--- config.mk ---
export PLATFORM = sky130hd
export DESIGN_NAME = icache_lru
export DESIGN_NICKNAME = d
export VERILOG_FILES = /design/src/icache_pkg.sv /design/src/icache_lru.sv
export SDC_FILE = /design/constraint.sdc
export NUM_CORES = 1
export LEC_CHECK = 0
export BUFFER_PORTS_ARGS = -buffer_cell sky130_fd_sc_hd__buf_4
export CORE_ASPECT_RATIO = 1.1
export CORE_MARGIN = 3
export CORE_UTILIZATION = 55
export CTS_BUF_LIST = sky130_fd_sc_hd__clkbuf_8 sky130_fd_sc_hd__clkbuf_16
export CTS_CLUSTER_DIAMETER = 30
export DETAILED_ROUTE_END_ITERATION = 6
export MAX_ROUTING_LAYER = met4
export PLACE_DENSITY = 0.86
export SETUP_SLACK_MARGIN = 0.5
export SLEW_MARGIN = 20
export SYNTH_ARGS = -nofsm -noshare
export SYNTH_HDL_FRONTEND = slang
export SYNTH_SLANG_ARGS = --single-unit
--- constraint.sdc ---
create_clock -name clk -period 1.9 [get_ports clk]
set_clock_uncertainty 0.2 [all_clocks]
set_input_delay 0.19 -clock clk [delete_from_list [all_inputs] [get_ports clk]]
set_output_delay 0.19 -clock clk [all_outputs]
set_load 0.005 [all_outputs]
--- src/icache_pkg.sv ---
package icache_pkg;

    parameter int ADDR_W = 32;
    parameter int WORD_W = 32;
    parameter int WORDS_PER_LINE = 8;
    parameter int OFFSET_W = 5;
    parameter int LINE_W = WORDS_PER_LINE * WORD_W;  // 256
    parameter int WORD_SEL_W = $clog2(WORDS_PER_LINE);
    // wide enough for index or tag under any split of the line address
    parameter int LINE_ADDR_W = ADDR_W - OFFSET_W;

    typedef logic [ADDR_W-1:0] addr_t;
    typedef logic [LINE_W-1:0] line_t;  // word i at bits i*32 up

    typedef struct packed {
        logic  valid;
        addr_t pc;
    } fetch_req_t;

    typedef struct packed {
        logic              valid;
        addr_t             pc;
        logic [WORD_W-1:0] inst_a;
        logic [WORD_W-1:0] inst_b;
    } fetch_resp_t;

    typedef struct packed {
        logic  valid;
        line_t data;
    } refill_t;

    typedef struct packed {
        logic              hit;
        logic [WORD_W-1:0] word;
    } way_port_t;

    typedef struct packed {
        logic [1:0]             we;     // bit 0 serves A, bit 1 serves B
        logic [LINE_ADDR_W-1:0] index;  // low INDEX_W bits used
        logic [LINE_ADDR_W-1:0] tag;    // low tag-width bits used
    } fill_t;

    typedef struct packed {
        logic                   valid;
        logic                   way;
        logic [LINE_ADDR_W-1:0] index;  // low INDEX_W bits used
    } lru_ev_t;

    typedef enum logic [1:0] {
        S_IDLE,
        S_MISS_A,
        S_MISS_B,
        S_RETURN
    } cache_state_e;

endpackage

--- src/icache_lru.sv ---
`timescale 1ns/10ps

module icache_lru #(
    parameter int INDEX_W = 7
) (
    input  logic                clk,
    input  logic                reset,
    input  icache_pkg::lru_ev_t hit_a,
    input  icache_pkg::lru_ev_t hit_b,
    input  icache_pkg::lru_ev_t fill_ev,
    input  logic [INDEX_W-1:0]  victim_index,
    output logic                victim
);

    localparam int SETS = 1 << INDEX_W;

    logic [SETS-1:0]    lru_q;  // way to replace next
    logic [INDEX_W-1:0] hit_a_index;
    logic [INDEX_W-1:0] hit_b_index;
    logic [INDEX_W-1:0] fill_index;

    assign hit_a_index = hit_a.index[INDEX_W-1:0];
    assign hit_b_index = hit_b.index[INDEX_W-1:0];
    assign fill_index = fill_ev.index[INDEX_W-1:0];

    // fills and hits never coincide, B applied after A on a shared set
    always_ff @(posedge clk) begin
        if (reset) begin
            lru_q <= '0;
        end else begin
            if (fill_ev.valid) begin
                lru_q[fill_index] <= ~fill_ev.way;
            end
            if (hit_a.valid) begin
                lru_q[hit_a_index] <= ~hit_a.way;
            end
            if (hit_b.valid) begin
                lru_q[hit_b_index] <= ~hit_b.way;
            end
        end
    end

    assign victim = lru_q[victim_index];

endmodule

==> metrics.cfg, run 1 <==
[synth]
syn-instance-count = 1442
synth-seq-area-share = 0.2383
synthTopCellsByArea = dfxtp_1, nor3_1, a211oi_1
yosys_warnings = 0
syn_nets = 1538
synth_top_cell_area_share = 0.2383
synth_edf_count = 0
syn_avg_cell_area_sq_um = 7.458
synth_area_leader_cell = dfxtp_1
synth_flop_cell = dfxtp_1
synth_cell_type_count = 52
syn_area_sq_mm = 0.01075
yosys_register_bits = 128
synth-async-reset-ratio = 0

[clock_tree]
clockBufferDepth = 2
cts_hold_buffers = 0
root_buffer = clkbuf_16
cts_buffers = 17
clock_sinks = 128
h-tree-depth = 4

[floorplan]
initial_core_util = 0.5611
placement_rows = 53
io_pins = 97
die_x_um = 139.3
die_y_um = 152.7

[placement]
port_buffers = 36
gp_congestion = 0.9379
dp_hpwl_um = 23830
placed_area_sq_mm = 0.01236

[grt]
grt_max_degree = 81
grt.total_usage = 0.8237
grt.overflow.total = 3

[outcome]
first-error = [ERROR GRT-0232] Routing congestion too high. Check the congestion heatmap in the GUI.
lastStage = global routing (5_1_grt)
outcome = did not finish

[what timing repair did]
item                       CTS
buffers inserted            61
pin swaps                  183
setup endpoints to repair   93
gates cloned                23
resized for setup          351
[per-layer routing]
metal / GRT overflow / track usage
met3: 0 / 0.7671
met2: 2 / 0.9120
met4: 1 / 0.7801
met5: - / -
met1: 0 / 0.8022
[synthesized netlist by cell type, types with 2 or more instances]
library cell / number
a211oi_1: 127
nor3_1: 283
a31oi_1: 17
nand2b_1: 7
and3b_1: 2
a311oi_1: 104
nor2b_1: 9
mux2i_1: 9
and4b_1: 7
nand4bb_1: 9
nand2_1: 11
or3_1: 2
nand4_1: 6
or4b_1: 5
buf_2: 63
and4_1: 18
and4bb_2: 6
buf_1: 2
a21oi_1: 112
buf_4: 5
nand3_1: 8
nor2_1: 171
and3_1: 111
mux4_2: 27
nand4b_1: 9
dfxtp_1: 128
nor4b_4: 5
clkbuf_1: 147
nand3b_1: 2
mux4_1: 6
nor4_1: 3
[through the flow]
| stage | setup slack, ps | instances | util |
|---|---|---|---|
| after floorplan | -118.1 | 1442 | - |
| after global placement | -515.4 | 1625 | 0.6451 |
| after detailed placement | -494.1 | 1625 | 0.6451 |
| after CTS | -842.0 | 1740 | 0.8096 |
[kinds of logic after synthesis]
family                 share of synthesized area
buffers and inverters                    0.08621
AO/OA/AOI/OAI                             0.2406
AND/OR/NAND/NOR                           0.3553
multiplexers                             0.07958
flip-flops                                0.2383
==> run 2: changes to the inputs <==
CORE_ASPECT_RATIO = not set   (was 1.1)
CORE_UTILIZATION = 40   (was 55)
CTS_BUF_LIST = not set   (was sky130_fd_sc_hd__clkbuf_8 sky130_fd_sc_hd__clkbuf_16)
CTS_CLUSTER_DIAMETER = not set   (was 30)
MAX_ROUTING_LAYER = not set   (was met4)
PLACE_DENSITY = not set   (was 0.86)
PLACE_DENSITY_LB_ADDON = 0.15   (was not set)
SETUP_SLACK_MARGIN = not set   (was 0.5)
clock period = 2.5 ns   (was 1.9 ns; I/O delays follow)
==> metrics.cfg, run 2 <==
[outcome]
outcome = finished, violations left
violations = setup timing

[sta]
fin_crit_sh = 1.150
fin_ws_ps = -374.6
worst_pin_slew_ps = 774.0
max_freq_ghz = 0.3479
tns_ps = -374.6
period_needed_ps = 2875
rsz0062_at_grt = true
slew_viol_final = 0
hold_violations = 0
setup_violations = 1
slew_headroom = 0.4840

[hold_path]
min_to = lru_q[127]
min_from = reset
holdCritPathClass = in -> reg
hold_depth = 2

[placement]
place_inst = 1683
dp_hpwl_um = 25020
gp_congestion = 0.8401
port_buffers = 36

[setup_path]
arrival_ps = 2420
endpoint_kind = primary output
start_kind = register
r2r_slack_ps = 1260
crit_type = reg -> out
critPathMaxFanout = 2
rr_endpoint = lru_q[127]
critical_path_required_ps = 2050
ff2ff_path_depth = 4
r2r_start = lru_q[127]

[synth]
syn_avg_cell_area_sq_um = 7.458
synth_commonest_cells = nor3_1, nor2_1, clkbuf_1, dfxtp_1, a211oi_1
synth_edf_count = 0
synth_most_common_cell = nor3_1
synth-seq-area-share = 0.2383
yosys_warnings = 0
synth_area_leader_cell = dfxtp_1
synthTopCellsByArea = dfxtp_1, nor3_1, a211oi_1
synth_cell_type_count = 52
synth_top_cell_area_share = 0.2383
syn_nets = 1538
syn-instance-count = 1442
synth_flop_cell = dfxtp_1
synth-async-reset-ratio = 0
yosys_register_bits = 128
syn_area_sq_mm = 0.01075

[cells_and_area]
nets = 1463
final_common_cell = nor3_1
final_cell_mix = nor3_1, nor2_1, a211oi_1
top_register = lru_q
drive_gt1_frac = 0.1574
largest_register_ffs = 128
num_antenna_cells = 0
final_cells = 1714
area_growth_pct = 11.88
largest_registers = lru_q x128

[grt]
grt.total_usage = 0.2929
antenna_found_initial = 0
grt.overflow.total = 0
grt_pass1_vias = 10559
grt_pass1_wl_um = 66280
grt_max_degree = 53

[clock_tree]
clock_sinks = 128
cts_hold_buffers = 0
clockBufferDepth = 2
cts_tree = built
h-tree-depth = 4
root_buffer = clkbuf_16
cts_buffers = 17
clock_latency_ps = 420
path_clk_slew_ps = 60

[floorplan]
die_y_um = 170.0
initial_core_util = 0.4104
io_pins = 97
die_area_sq_mm = 0.02889
die_x_um = 170.0
placement_rows = 59
core-area_sq_mm = 0.02621

[detailed_routing]
drc = 0
drt_wl_total_um = 43560
wire_per_inst_um = 25.42
antenna_left = 0
dr.pass1.iters = 6
post_drt_via_cell_ratio = 6.982
vias = 11967
first_iter_violations = 1399

[pwr]
worst_ir_drop_vdd_mv = 0.3117
p_total_mw = 5.465
p_int_mw = 3.839
p_sw_mw = 1.626
swShare = 0.2975
power_frac_seq = 0.379
p_clk_frac = 0.460
power_density_mw_per_mm2 = 454.2
power_leakage_nw = 3.807
combPwrFrac = 0.161

[run]
maxCapViolCount = 0

run 2: cell counts after synthesis:
No cell type changed its count.
run 2: cell families after synthesis:
family,Yosys count,synth area share
AO/OA/AOI/OAI,367,0.2406
flip-flops,128,0.2383
multiplexers,42,0.07958
AND/OR/NAND/NOR,686,0.3553
buffers and inverters,219,0.08621
run 2: per-stage QoR:
| stage | setup slack, ps | area (sq um) | hold slack (ps) | util |
|---|---|---|---|---|
| after floorplan | 297.5 | 10750 | 372.3 | - |
| after global placement | -175.6 | 11460 | 505.4 | 0.4373 |
| after detailed placement | -158.3 | 11460 | 519.0 | 0.4373 |
| after CTS | -396.5 | 12030 | 86.58 | 0.4590 |
| after global routing | -427.6 | 12030 | 128.6 | 0.4591 |
| final | -374.6 | 12030 | 112.4 | 0.4591 |
run 2: final cells by class:
cell class,instances,area (sq um)
timing repair buffer,124,1144
clock buffer,21,460.4
clock inverter,10,112.6
sequential,128,2566
tap,335,419.2
fill,2534,14170
inverter,1,3.754
multi-input combinational,1095,7326
run 2: routing by layer:
| layer | track usage | share of wire | vias up |
|---|---|---|---|
| met5 | 0 | 0 | - |
| met4 | 0.09771 | 0.032 | 0 |
| met3 | 0.04506 | 0.088 | 100 |
| met2 | 0.4565 | 0.45 | 651 |
| met1 | 0.4156 | 0.43 | 5793 |
| li1 | - | - | 5423 |
run 2: critical path, stage by stage (launching register included):
cell and delay (ps):
dfxtp_2 320, mux4_2 460, mux4_2 480, and3b_1 200
a31oi_2 170, nand4_1 180, buf_4 190
run 2: worst max path at each step:
stage	start	endpoint	slack, ps	cells past startpoint
floorplan	victim_index[1]	victim	300	6
CTS	lru_q[23]	victim	-400	6
global route	lru_q[23]	victim	-430	6
global placement	victim_index[1]	victim	-180	7
detailed placement	victim_index[1]	victim	-160	7
finish	lru_q[23]	victim	-370	6
run 2: what timing repair did:
action,CTS,global route
buffers inserted,0,0
gates resized for setup,5,2
gates cloned,0,0
endpoints found under the setup margin,1,1
pin swaps,1,1
run 2: power by group through the flow:
stage	registers, mW	clock network, mW	logic [mW]
2_1_floorplan	2.11	0	0.502
3_3_place_gp	2.12	0	0.845
3_5_place_dp	2.12	0	0.851
4_1_cts	2.07	2.55	0.853
5_1_grt	2.07	2.65	0.915
6_report	2.07	2.51	0.878
(Power assumes the default switching activity.)
