### src/icache_pkg.sv
package icache_pkg;

    parameter int ADDR_W = 32;
    parameter int WORD_W = 32;
    parameter int WORDS_PER_LINE = 8;
    parameter int OFFSET_W = 5;
    parameter int LINE_W = WORDS_PER_LINE * WORD_W;  // 256
    parameter int WORD_SEL_W = $clog2(WORDS_PER_LINE);
    // wide enough for index or tag under any split of the line address
    parameter int LINE_ADDR_W = ADDR_W - OFFSET_W;

    typedef logic [ADDR_W-1:0] addr_t;
    typedef logic [LINE_W-1:0] line_t;  // word i at bits i*32 up

    typedef struct packed {
        logic  valid;
        addr_t pc;
    } fetch_req_t;

    typedef struct packed {
        logic              valid;
        addr_t             pc;
        logic [WORD_W-1:0] inst_a;
        logic [WORD_W-1:0] inst_b;
    } fetch_resp_t;

    typedef struct packed {
        logic  valid;
        line_t data;
    } refill_t;

    typedef struct packed {
        logic              hit;
        logic [WORD_W-1:0] word;
    } way_port_t;

    typedef struct packed {
        logic [1:0]             we;     // bit 0 serves A, bit 1 serves B
        logic [LINE_ADDR_W-1:0] index;  // low INDEX_W bits used
        logic [LINE_ADDR_W-1:0] tag;    // low tag-width bits used
    } fill_t;

    typedef struct packed {
        logic                   valid;
        logic                   way;
        logic [LINE_ADDR_W-1:0] index;  // low INDEX_W bits used
    } lru_ev_t;

    typedef enum logic [1:0] {
        S_IDLE,
        S_MISS_A,
        S_MISS_B,
        S_RETURN
    } cache_state_e;

endpackage

### src/icache_ctrl.sv
`timescale 1ns/10ps

module icache_ctrl #(
    parameter int INDEX_W = 7,
    localparam int TAG_W = icache_pkg::ADDR_W - INDEX_W - icache_pkg::OFFSET_W
) (
    input  logic                              clk,
    input  logic                              reset,
    input  icache_pkg::fetch_req_t            req,
    input  logic                              branch_flush,
    input  icache_pkg::refill_t               ret,
    output logic                              stall,
    output icache_pkg::fetch_resp_t           resp,
    output logic                              rd_req,
    output icache_pkg::addr_t                 rd_addr,
    output logic [INDEX_W-1:0]                index_a,
    output logic [INDEX_W-1:0]                index_b,
    output logic [TAG_W-1:0]                  tag_a,
    output logic [TAG_W-1:0]                  tag_b,
    output logic [icache_pkg::WORD_SEL_W-1:0] offset_a,
    output logic [icache_pkg::WORD_SEL_W-1:0] offset_b,
    output icache_pkg::fill_t                 fill,
    input  icache_pkg::way_port_t             way0_a,
    input  icache_pkg::way_port_t             way0_b,
    input  icache_pkg::way_port_t             way1_a,
    input  icache_pkg::way_port_t             way1_b,
    input  logic                              victim,
    output icache_pkg::lru_ev_t               lru_hit_a,
    output icache_pkg::lru_ev_t               lru_hit_b,
    output icache_pkg::lru_ev_t               lru_fill
);

    localparam int LA_W = icache_pkg::LINE_ADDR_W;
    localparam int WSEL_LO = icache_pkg::OFFSET_W - icache_pkg::WORD_SEL_W;

    icache_pkg::cache_state_e state;
    icache_pkg::cache_state_e next_state;
    logic                     valid_q;
    logic                     drop_q;
    icache_pkg::addr_t        addr_a_q;
    icache_pkg::addr_t        addr_b_q;
    icache_pkg::addr_t        req_pc_b;
    icache_pkg::addr_t        miss_addr;
    logic                     hit_a;
    logic                     hit_b;
    logic                     same_line;
    logic                     ret_ok;
    logic                     refilling;
    logic                     lookup;

    assign hit_a = way0_a.hit | way1_a.hit;
    assign hit_b = way0_b.hit | way1_b.hit;
    assign req_pc_b = req.pc + 4;
    assign same_line = addr_a_q[icache_pkg::ADDR_W-1:icache_pkg::OFFSET_W] ==
                       addr_b_q[icache_pkg::ADDR_W-1:icache_pkg::OFFSET_W];
    assign ret_ok = ret.valid & ~drop_q & ~branch_flush;  // return owed to this request
    assign refilling = (state == icache_pkg::S_MISS_A) | (state == icache_pkg::S_MISS_B);
    assign lookup = (state == icache_pkg::S_IDLE) & valid_q & ~branch_flush;

    always_comb begin
        next_state = state;
        if (branch_flush) begin
            next_state = icache_pkg::S_IDLE;
        end else begin
            case (state)
                icache_pkg::S_IDLE: begin
                    if (valid_q && !hit_a) begin
                        next_state = icache_pkg::S_MISS_A;
                    end else if (valid_q && !hit_b) begin
                        next_state = icache_pkg::S_MISS_B;
                    end
                end
                icache_pkg::S_MISS_A: begin
                    if (ret_ok && (same_line || hit_b)) begin
                        next_state = icache_pkg::S_RETURN;  // one line covers both words
                    end else if (ret_ok) begin
                        next_state = icache_pkg::S_MISS_B;
                    end
                end
                icache_pkg::S_MISS_B: begin
                    if (ret_ok) begin
                        next_state = icache_pkg::S_RETURN;
                    end
                end
                default: begin
                    next_state = icache_pkg::S_IDLE;  // re-read done, answer next cycle
                end
            endcase
        end
    end

    always_ff @(posedge clk) begin
        if (reset) begin
            state <= icache_pkg::S_IDLE;
        end else begin
            state <= next_state;
        end
    end

    // held high through the miss and the re-read cycle
    assign stall = (state != icache_pkg::S_IDLE) | (next_state != icache_pkg::S_IDLE);

    always_ff @(posedge clk) begin
        if (reset) begin
            valid_q <= 1'b0;
        end else if (!stall) begin
            valid_q <= req.valid;
        end else if (branch_flush) begin
            valid_q <= 1'b0;  // abandon request
        end
    end

    always_ff @(posedge clk) begin
        if (!stall && req.valid) begin
            addr_a_q <= req.pc;
            addr_b_q <= req_pc_b;
        end
    end

    // a refill still in flight at flush time comes back later and is thrown away
    always_ff @(posedge clk) begin
        if (reset) begin
            drop_q <= 1'b0;
        end else if (branch_flush && rd_req && !ret.valid) begin
            drop_q <= 1'b1;
        end else if (ret.valid) begin
            drop_q <= 1'b0;
        end
    end

    assign miss_addr = (state == icache_pkg::S_MISS_A) ? addr_a_q : addr_b_q;
    assign rd_req = refilling & ~drop_q;
    assign rd_addr = {miss_addr[icache_pkg::ADDR_W-1:icache_pkg::OFFSET_W],
                      {icache_pkg::OFFSET_W{1'b0}}};

    // array read address follows the incoming pc unless held
    assign index_a = stall ? addr_a_q[icache_pkg::OFFSET_W +: INDEX_W]
                           : req.pc[icache_pkg::OFFSET_W +: INDEX_W];
    assign index_b = stall ? addr_b_q[icache_pkg::OFFSET_W +: INDEX_W]
                           : req_pc_b[icache_pkg::OFFSET_W +: INDEX_W];
    assign tag_a = addr_a_q[icache_pkg::ADDR_W-1 -: TAG_W];
    assign tag_b = addr_b_q[icache_pkg::ADDR_W-1 -: TAG_W];
    assign offset_a = addr_a_q[WSEL_LO +: icache_pkg::WORD_SEL_W];
    assign offset_b = addr_b_q[WSEL_LO +: icache_pkg::WORD_SEL_W];

    always_comb begin
        fill.we = 2'b00;
        fill.index = LA_W'(miss_addr[icache_pkg::OFFSET_W +: INDEX_W]);
        fill.tag = LA_W'(miss_addr[icache_pkg::ADDR_W-1 -: TAG_W]);
        if (ret_ok && state == icache_pkg::S_MISS_A) begin
            fill.we = {same_line, 1'b1};
        end else if (ret_ok && state == icache_pkg::S_MISS_B) begin
            fill.we = 2'b10;
        end
    end

    always_comb begin
        lru_fill.valid = ret_ok & refilling;
        lru_fill.way = victim;
        lru_fill.index = fill.index;
        lru_hit_a.valid = lookup & hit_a;
        lru_hit_a.way = way1_a.hit;
        lru_hit_a.index = LA_W'(addr_a_q[icache_pkg::OFFSET_W +: INDEX_W]);
        lru_hit_b.valid = lookup & hit_b;
        lru_hit_b.way = way1_b.hit;
        lru_hit_b.index = LA_W'(addr_b_q[icache_pkg::OFFSET_W +: INDEX_W]);
    end

    always_comb begin
        resp.valid = lookup & hit_a & hit_b;
        resp.pc = addr_a_q;
        resp.inst_a = way0_a.hit ? way0_a.word : way1_a.word;
        resp.inst_b = way0_b.hit ? way0_b.word : way1_b.word;
    end

endmodule

### config.mk
export PLATFORM = sky130hd
export DESIGN_NAME = icache_ctrl
export DESIGN_NICKNAME = d
export VERILOG_FILES = /design/src/icache_pkg.sv /design/src/icache_ctrl.sv
export SDC_FILE = /design/constraint.sdc
export NUM_CORES = 1
export LEC_CHECK = 0
export ABC_AREA = 0
export BUFFER_PORTS_ARGS = -buffer_cell sky130_fd_sc_hd__buf_2
export CORE_AREA = 2 2 295 297
export DETAILED_ROUTE_END_ITERATION = 16
export DIE_AREA = 0 0 297 299
export GPL_TIMING_DRIVEN = 0
export SLEW_MARGIN = 20
export SYNTH_ARGS = -nofsm -noshare
export SYNTH_HDL_FRONTEND = slang
export SYNTH_SLANG_ARGS = --single-unit
### constraint.sdc
create_clock -name clk -period 6.8 [get_ports clk]
set_input_delay 0.34 -clock clk [delete_from_list [all_inputs] [get_ports clk]]
set_output_delay 0.34 -clock clk [all_outputs]
set_load 0.02 [all_outputs]
==> impl_metrics.py <==
metrics = {
    "outcome": {
        "status": "finished clean",
    },
    "routing": {
        "wl_met2_um": 13460,
        "finalWirelength_um": 30320,
        "post-route-drc-count": 0,
        "detail-route-antenna-nets": 0,
        "detailroute.via_count": 5307,
        "post_drt_via_cell_ratio": 2.439,
        "pre_repair_dr_iteration_count": 4,
        "max_used_layer": "met5",
        "avgRoutedWirePerCell_um": 13.94,
        "drt-initial-drc-count": 214,
        "met3_wirelength_um": 3196,
        "routedLengthMet1_um": 13060,
    },
    "power_and_ir_drop": {
        "switching_power_w": 0.0006743,
        "power-per-cell-area_mw_per_mm2": 177.3,
        "vdd_drop_max_mv": 0.1202,
        "power.sequential.fraction": 0.307,
        "combPwrFrac": 0.391,
        "switching_part_of_the_total": 0.3911,
        "clock_power_share": 0.302,
        "internal_power_of_the_cells_w": 0.001050,
        "static_leakage_power_nw": 4.397,
    },
    "clock_tree": {
        "clk-insertion-delay-late_ns": 0.37,
        "tritoncts.num_buffers": 9,
        "tritoncts": "done",
        "clock_path_buffers": 2,
        "post_cts_hold_buffer_count": 0,
        "clkSinkCount": 66,
        "clkSlewWorstSetupHoldPaths_ns": 0.07,
        "cts_h_tree_depth": 3,
        "clockRootBuffer": "clkbuf_16",
        "ctsResizeCount": 0,
        "cts_setup_buffers": 0,
    },
    "placed_design": {
        "globalplace.congestion": 0.8239,
        "pre_cts_ws_ns": 2.993,
        "port_buffers": 408,
        "post_dp_cell_area_sq_mm": 0.009405,
        "dp_cells": 2158,
        "hpwlAfterDp_um": 26530,
    },
    "grt": {
        "globalRouteTotalUtil": 0.06532,
        "first_global_vias": 4979,
        "grt_first_pass_wirelength_um": 39340,
        "pin_count_of_the_biggest_net_entering_global_routing": 42,
        "antenna_found_initial": 5,
        "overflow": 0,
    },
    "yosys": {
        "total_of_flip_flops_plus_latches_after_synthesis": 66,
        "netlist_area_sq_mm": 0.005532,
        "synth_mux_area_frac": 0.2203,
        "seq_area_frac_synth": 0.3511,
        "synth_cell_type_count": 42,
        "netlist_instances": 502,
        "syn_area_per_cell_sq_um": 11.02,
        "synthesis.yosys.warnings": 0,
        "yosys.area_share.simple": 0.07668,
        "postSynth.asyncResetShare": 0,
        "main_combinational_cell_family_by_area_after_synthesis": "buffers and inverters",
        "ys_dominant_reg_cell": "edfxtp_1",
        "synthXorXnorAreaFrac": 0.08708,
        "synthAdderAreaFrac": 0.01131,
        "share_of_the_synthesized_area_in_compound_gates_ao_oa_aoi_oai": 0.01945,
        "synth_edf_count": 62,
    },
    "timing": {
        "finalCritPeriodShare": 0.5899,
        "fin_ws_ns": 2.789,
        "fin_crit_ns": 4.011,
        "timing.max_slew.rel_slack": 0.3599,
        "setup-violations-final": 0,
        "worst_clock_skew_ns": 0.01307,
        "worst_slew_pin_slew_ns": 0.9533,
        "hold_violations": 0,
        "timing.setup.tns_ns": 0,
        "fmax_mhz": 249.3,
        "slew_viol_final": 0,
        "rsz_0062_raised_after_global_routing": "false",
    },
    "flow_run": {
        "max_cap_viol_count": 0,
    },
    "finish": {
        "instances_no_fill": 2176,
        "final.fill_count": 9945,
        "finalInstanceArea_sq_mm": 0.009722,
        "final_net_count": 1445,
        "share_of_cells_above_drive_strength_1": 0.6889,
        "highest_count_cells_in_the_layout_ignoring_fill_and_taps": "buf_2 (409), buf_4 (160), mux2_2 (98)",
        "syn2layout_area_growth_pct": 75.75,
        "layout.core_utilization": 0.1131,
        "layout.cells.most_common": "buf_2",
    },
    "floorplanning": {
        "initial_core_util": 0.06436,
        "io_pins": 760,
        "placement_rows": 108,
        "floorplan.core_area_sq_mm": 0.08594,
        "die_area_sq_mm": 0.08880,
        "chipWidth_um": 297,
        "die_h_um": 299,
    },
    "critical_path": {
        "critical-path-max-stage-delay_ns": 0.79,
        "timing.critical_path.required_ns": 6.46,
        "worst-setup-path-type": "flip-flop to output pin",
        "worst_setup_end_kind": "output pin",
        "timing.critical_path.cells": "xnor2_1, nand4_1, nor3_1, nand3_1, a21boi_0, buf_2",
        "cpMaxStageDelayCell": "xnor2_1",
        "cp_max_fo": 4,
        "start_kind": "flip-flop",
        "crit_family": "simple AND/OR/NAND/NOR gates",
        "worstPathBufferInverterCount": 1,
        "worst_ep_arrival_time_ns": 3.67,
    },
    "hold_path": {
        "worst_hold_path_type": "primary input to flip-flop",
    },
}
logic make-up (layout without fill, tap and decap cells):
group	Yosys count	count (layout)
flip-flops	66	66
buffers and inverters	180	606
other	1	94
AND/OR/NAND/NOR	77	77
XOR/XNOR	55	55
adder cells (fa/ha/maj)	5	5
multiplexers	106	106
AO/OA/AOI/OAI	12	12
routing by layer:
| metal | vias up | GRT usage |
|---|---|---|
| li1 | 2536 | - |
| met1 | 2412 | 0.08173 |
| met2 | 323 | 0.09958 |
| met3 | 32 | 0.03032 |
| met4 | 4 | 0.01948 |
| met5 | - | 0 |
worst reg2reg max path, delay by kind of cell, from the launching register on:
| kind | cells | cell delay (ns) |
|---|---|---|
| AO/OA/AOI/OAI | 3 | 1.11 |
| adder cells (fa/ha/maj) | 1 | 0.28 |
| buffers and inverters | 3 | 0.68 |
| flip-flops | 1 | 0.42 |
| AND/OR/NAND/NOR | 1 | 0.40 |
through the flow:
step                      hold slack [ns]  total power, W
final                              0.1417        0.001724
after CTS                          0.1014        0.001772
after global placement             0.5099        0.001218
after floorplan                    0.4122       0.0009459
after global routing               0.1113        0.001822
after detailed placement           0.5143        0.001222
power groups by stage:
stage / Sequential [W] / Clock (W) / Combinational [W]
after floorplan: 0.000559 / 0 / 0.000387
after global placement: 0.000542 / 0 / 0.000675
after detailed placement: 0.000540 / 0 / 0.000682
after CTS: 0.000532 / 0.000555 / 0.000685
after global routing: 0.000535 / 0.000566 / 0.000721
final: 0.000530 / 0.000520 / 0.000674
sequential cells by signal, summed over array words and instances, names as in the netlist:
signal    cells
addr_b_q     30
state         2
addr_a_q     32
valid_q       1
drop_q        1
area by class of cell:
type | instances | area (sq um) | area share
repair buffers | 410 | 2077 | 0.2136
clock inverters | 7 | 85.08 | 0.008752
plain buffers | 172 | 1264 | 0.1300
multi-input cells | 347 | 2649 | 0.2725
flip-flops and latches | 66 | 1942 | 0.1997
well taps | 1155 | 1445 | 0.1486
clock buffers | 9 | 225.2 | 0.02317
inverters | 8 | 30.03 | 0.003089
diodes | 2 | 5.005 | 0.0005148
cells in the mapped netlist, drive strengths merged (4+ instances only):
cell    count  area [sq um]
and3        6         37.54
buf       166          1239
clkbuf      6         22.52
dfxtp       4         80.08
edfxtp     62          1862
ha          5         62.56
inv         8         30.03
mux2      105          1209
nand2      12         45.04
nand3      11         55.05
nand4      11         68.82
nor2       13         48.80
nor3        6         35.03
xnor2      43         376.6
xor2       12         105.1
path summary, 6_finish.rpt:
kind | startpoint | end | slack, ns | cells after the start
max | addr_a_q[23]$_DFFE_PP_ | fill[55] | 2.79 | 6
min | req[1] | addr_a_q[1]$_DFFE_PP_ | 0.14 | 1
max reg2reg | state[1]$_SDFF_PP0_ | addr_a_q[10]$_DFFE_PP_ | 3.53 | 8
min reg2reg | drop_q$_SDFFE_PP0P_ | drop_q$_SDFFE_PP0P_ | 0.53 | 2
Power figures use the tool's default switching activity.
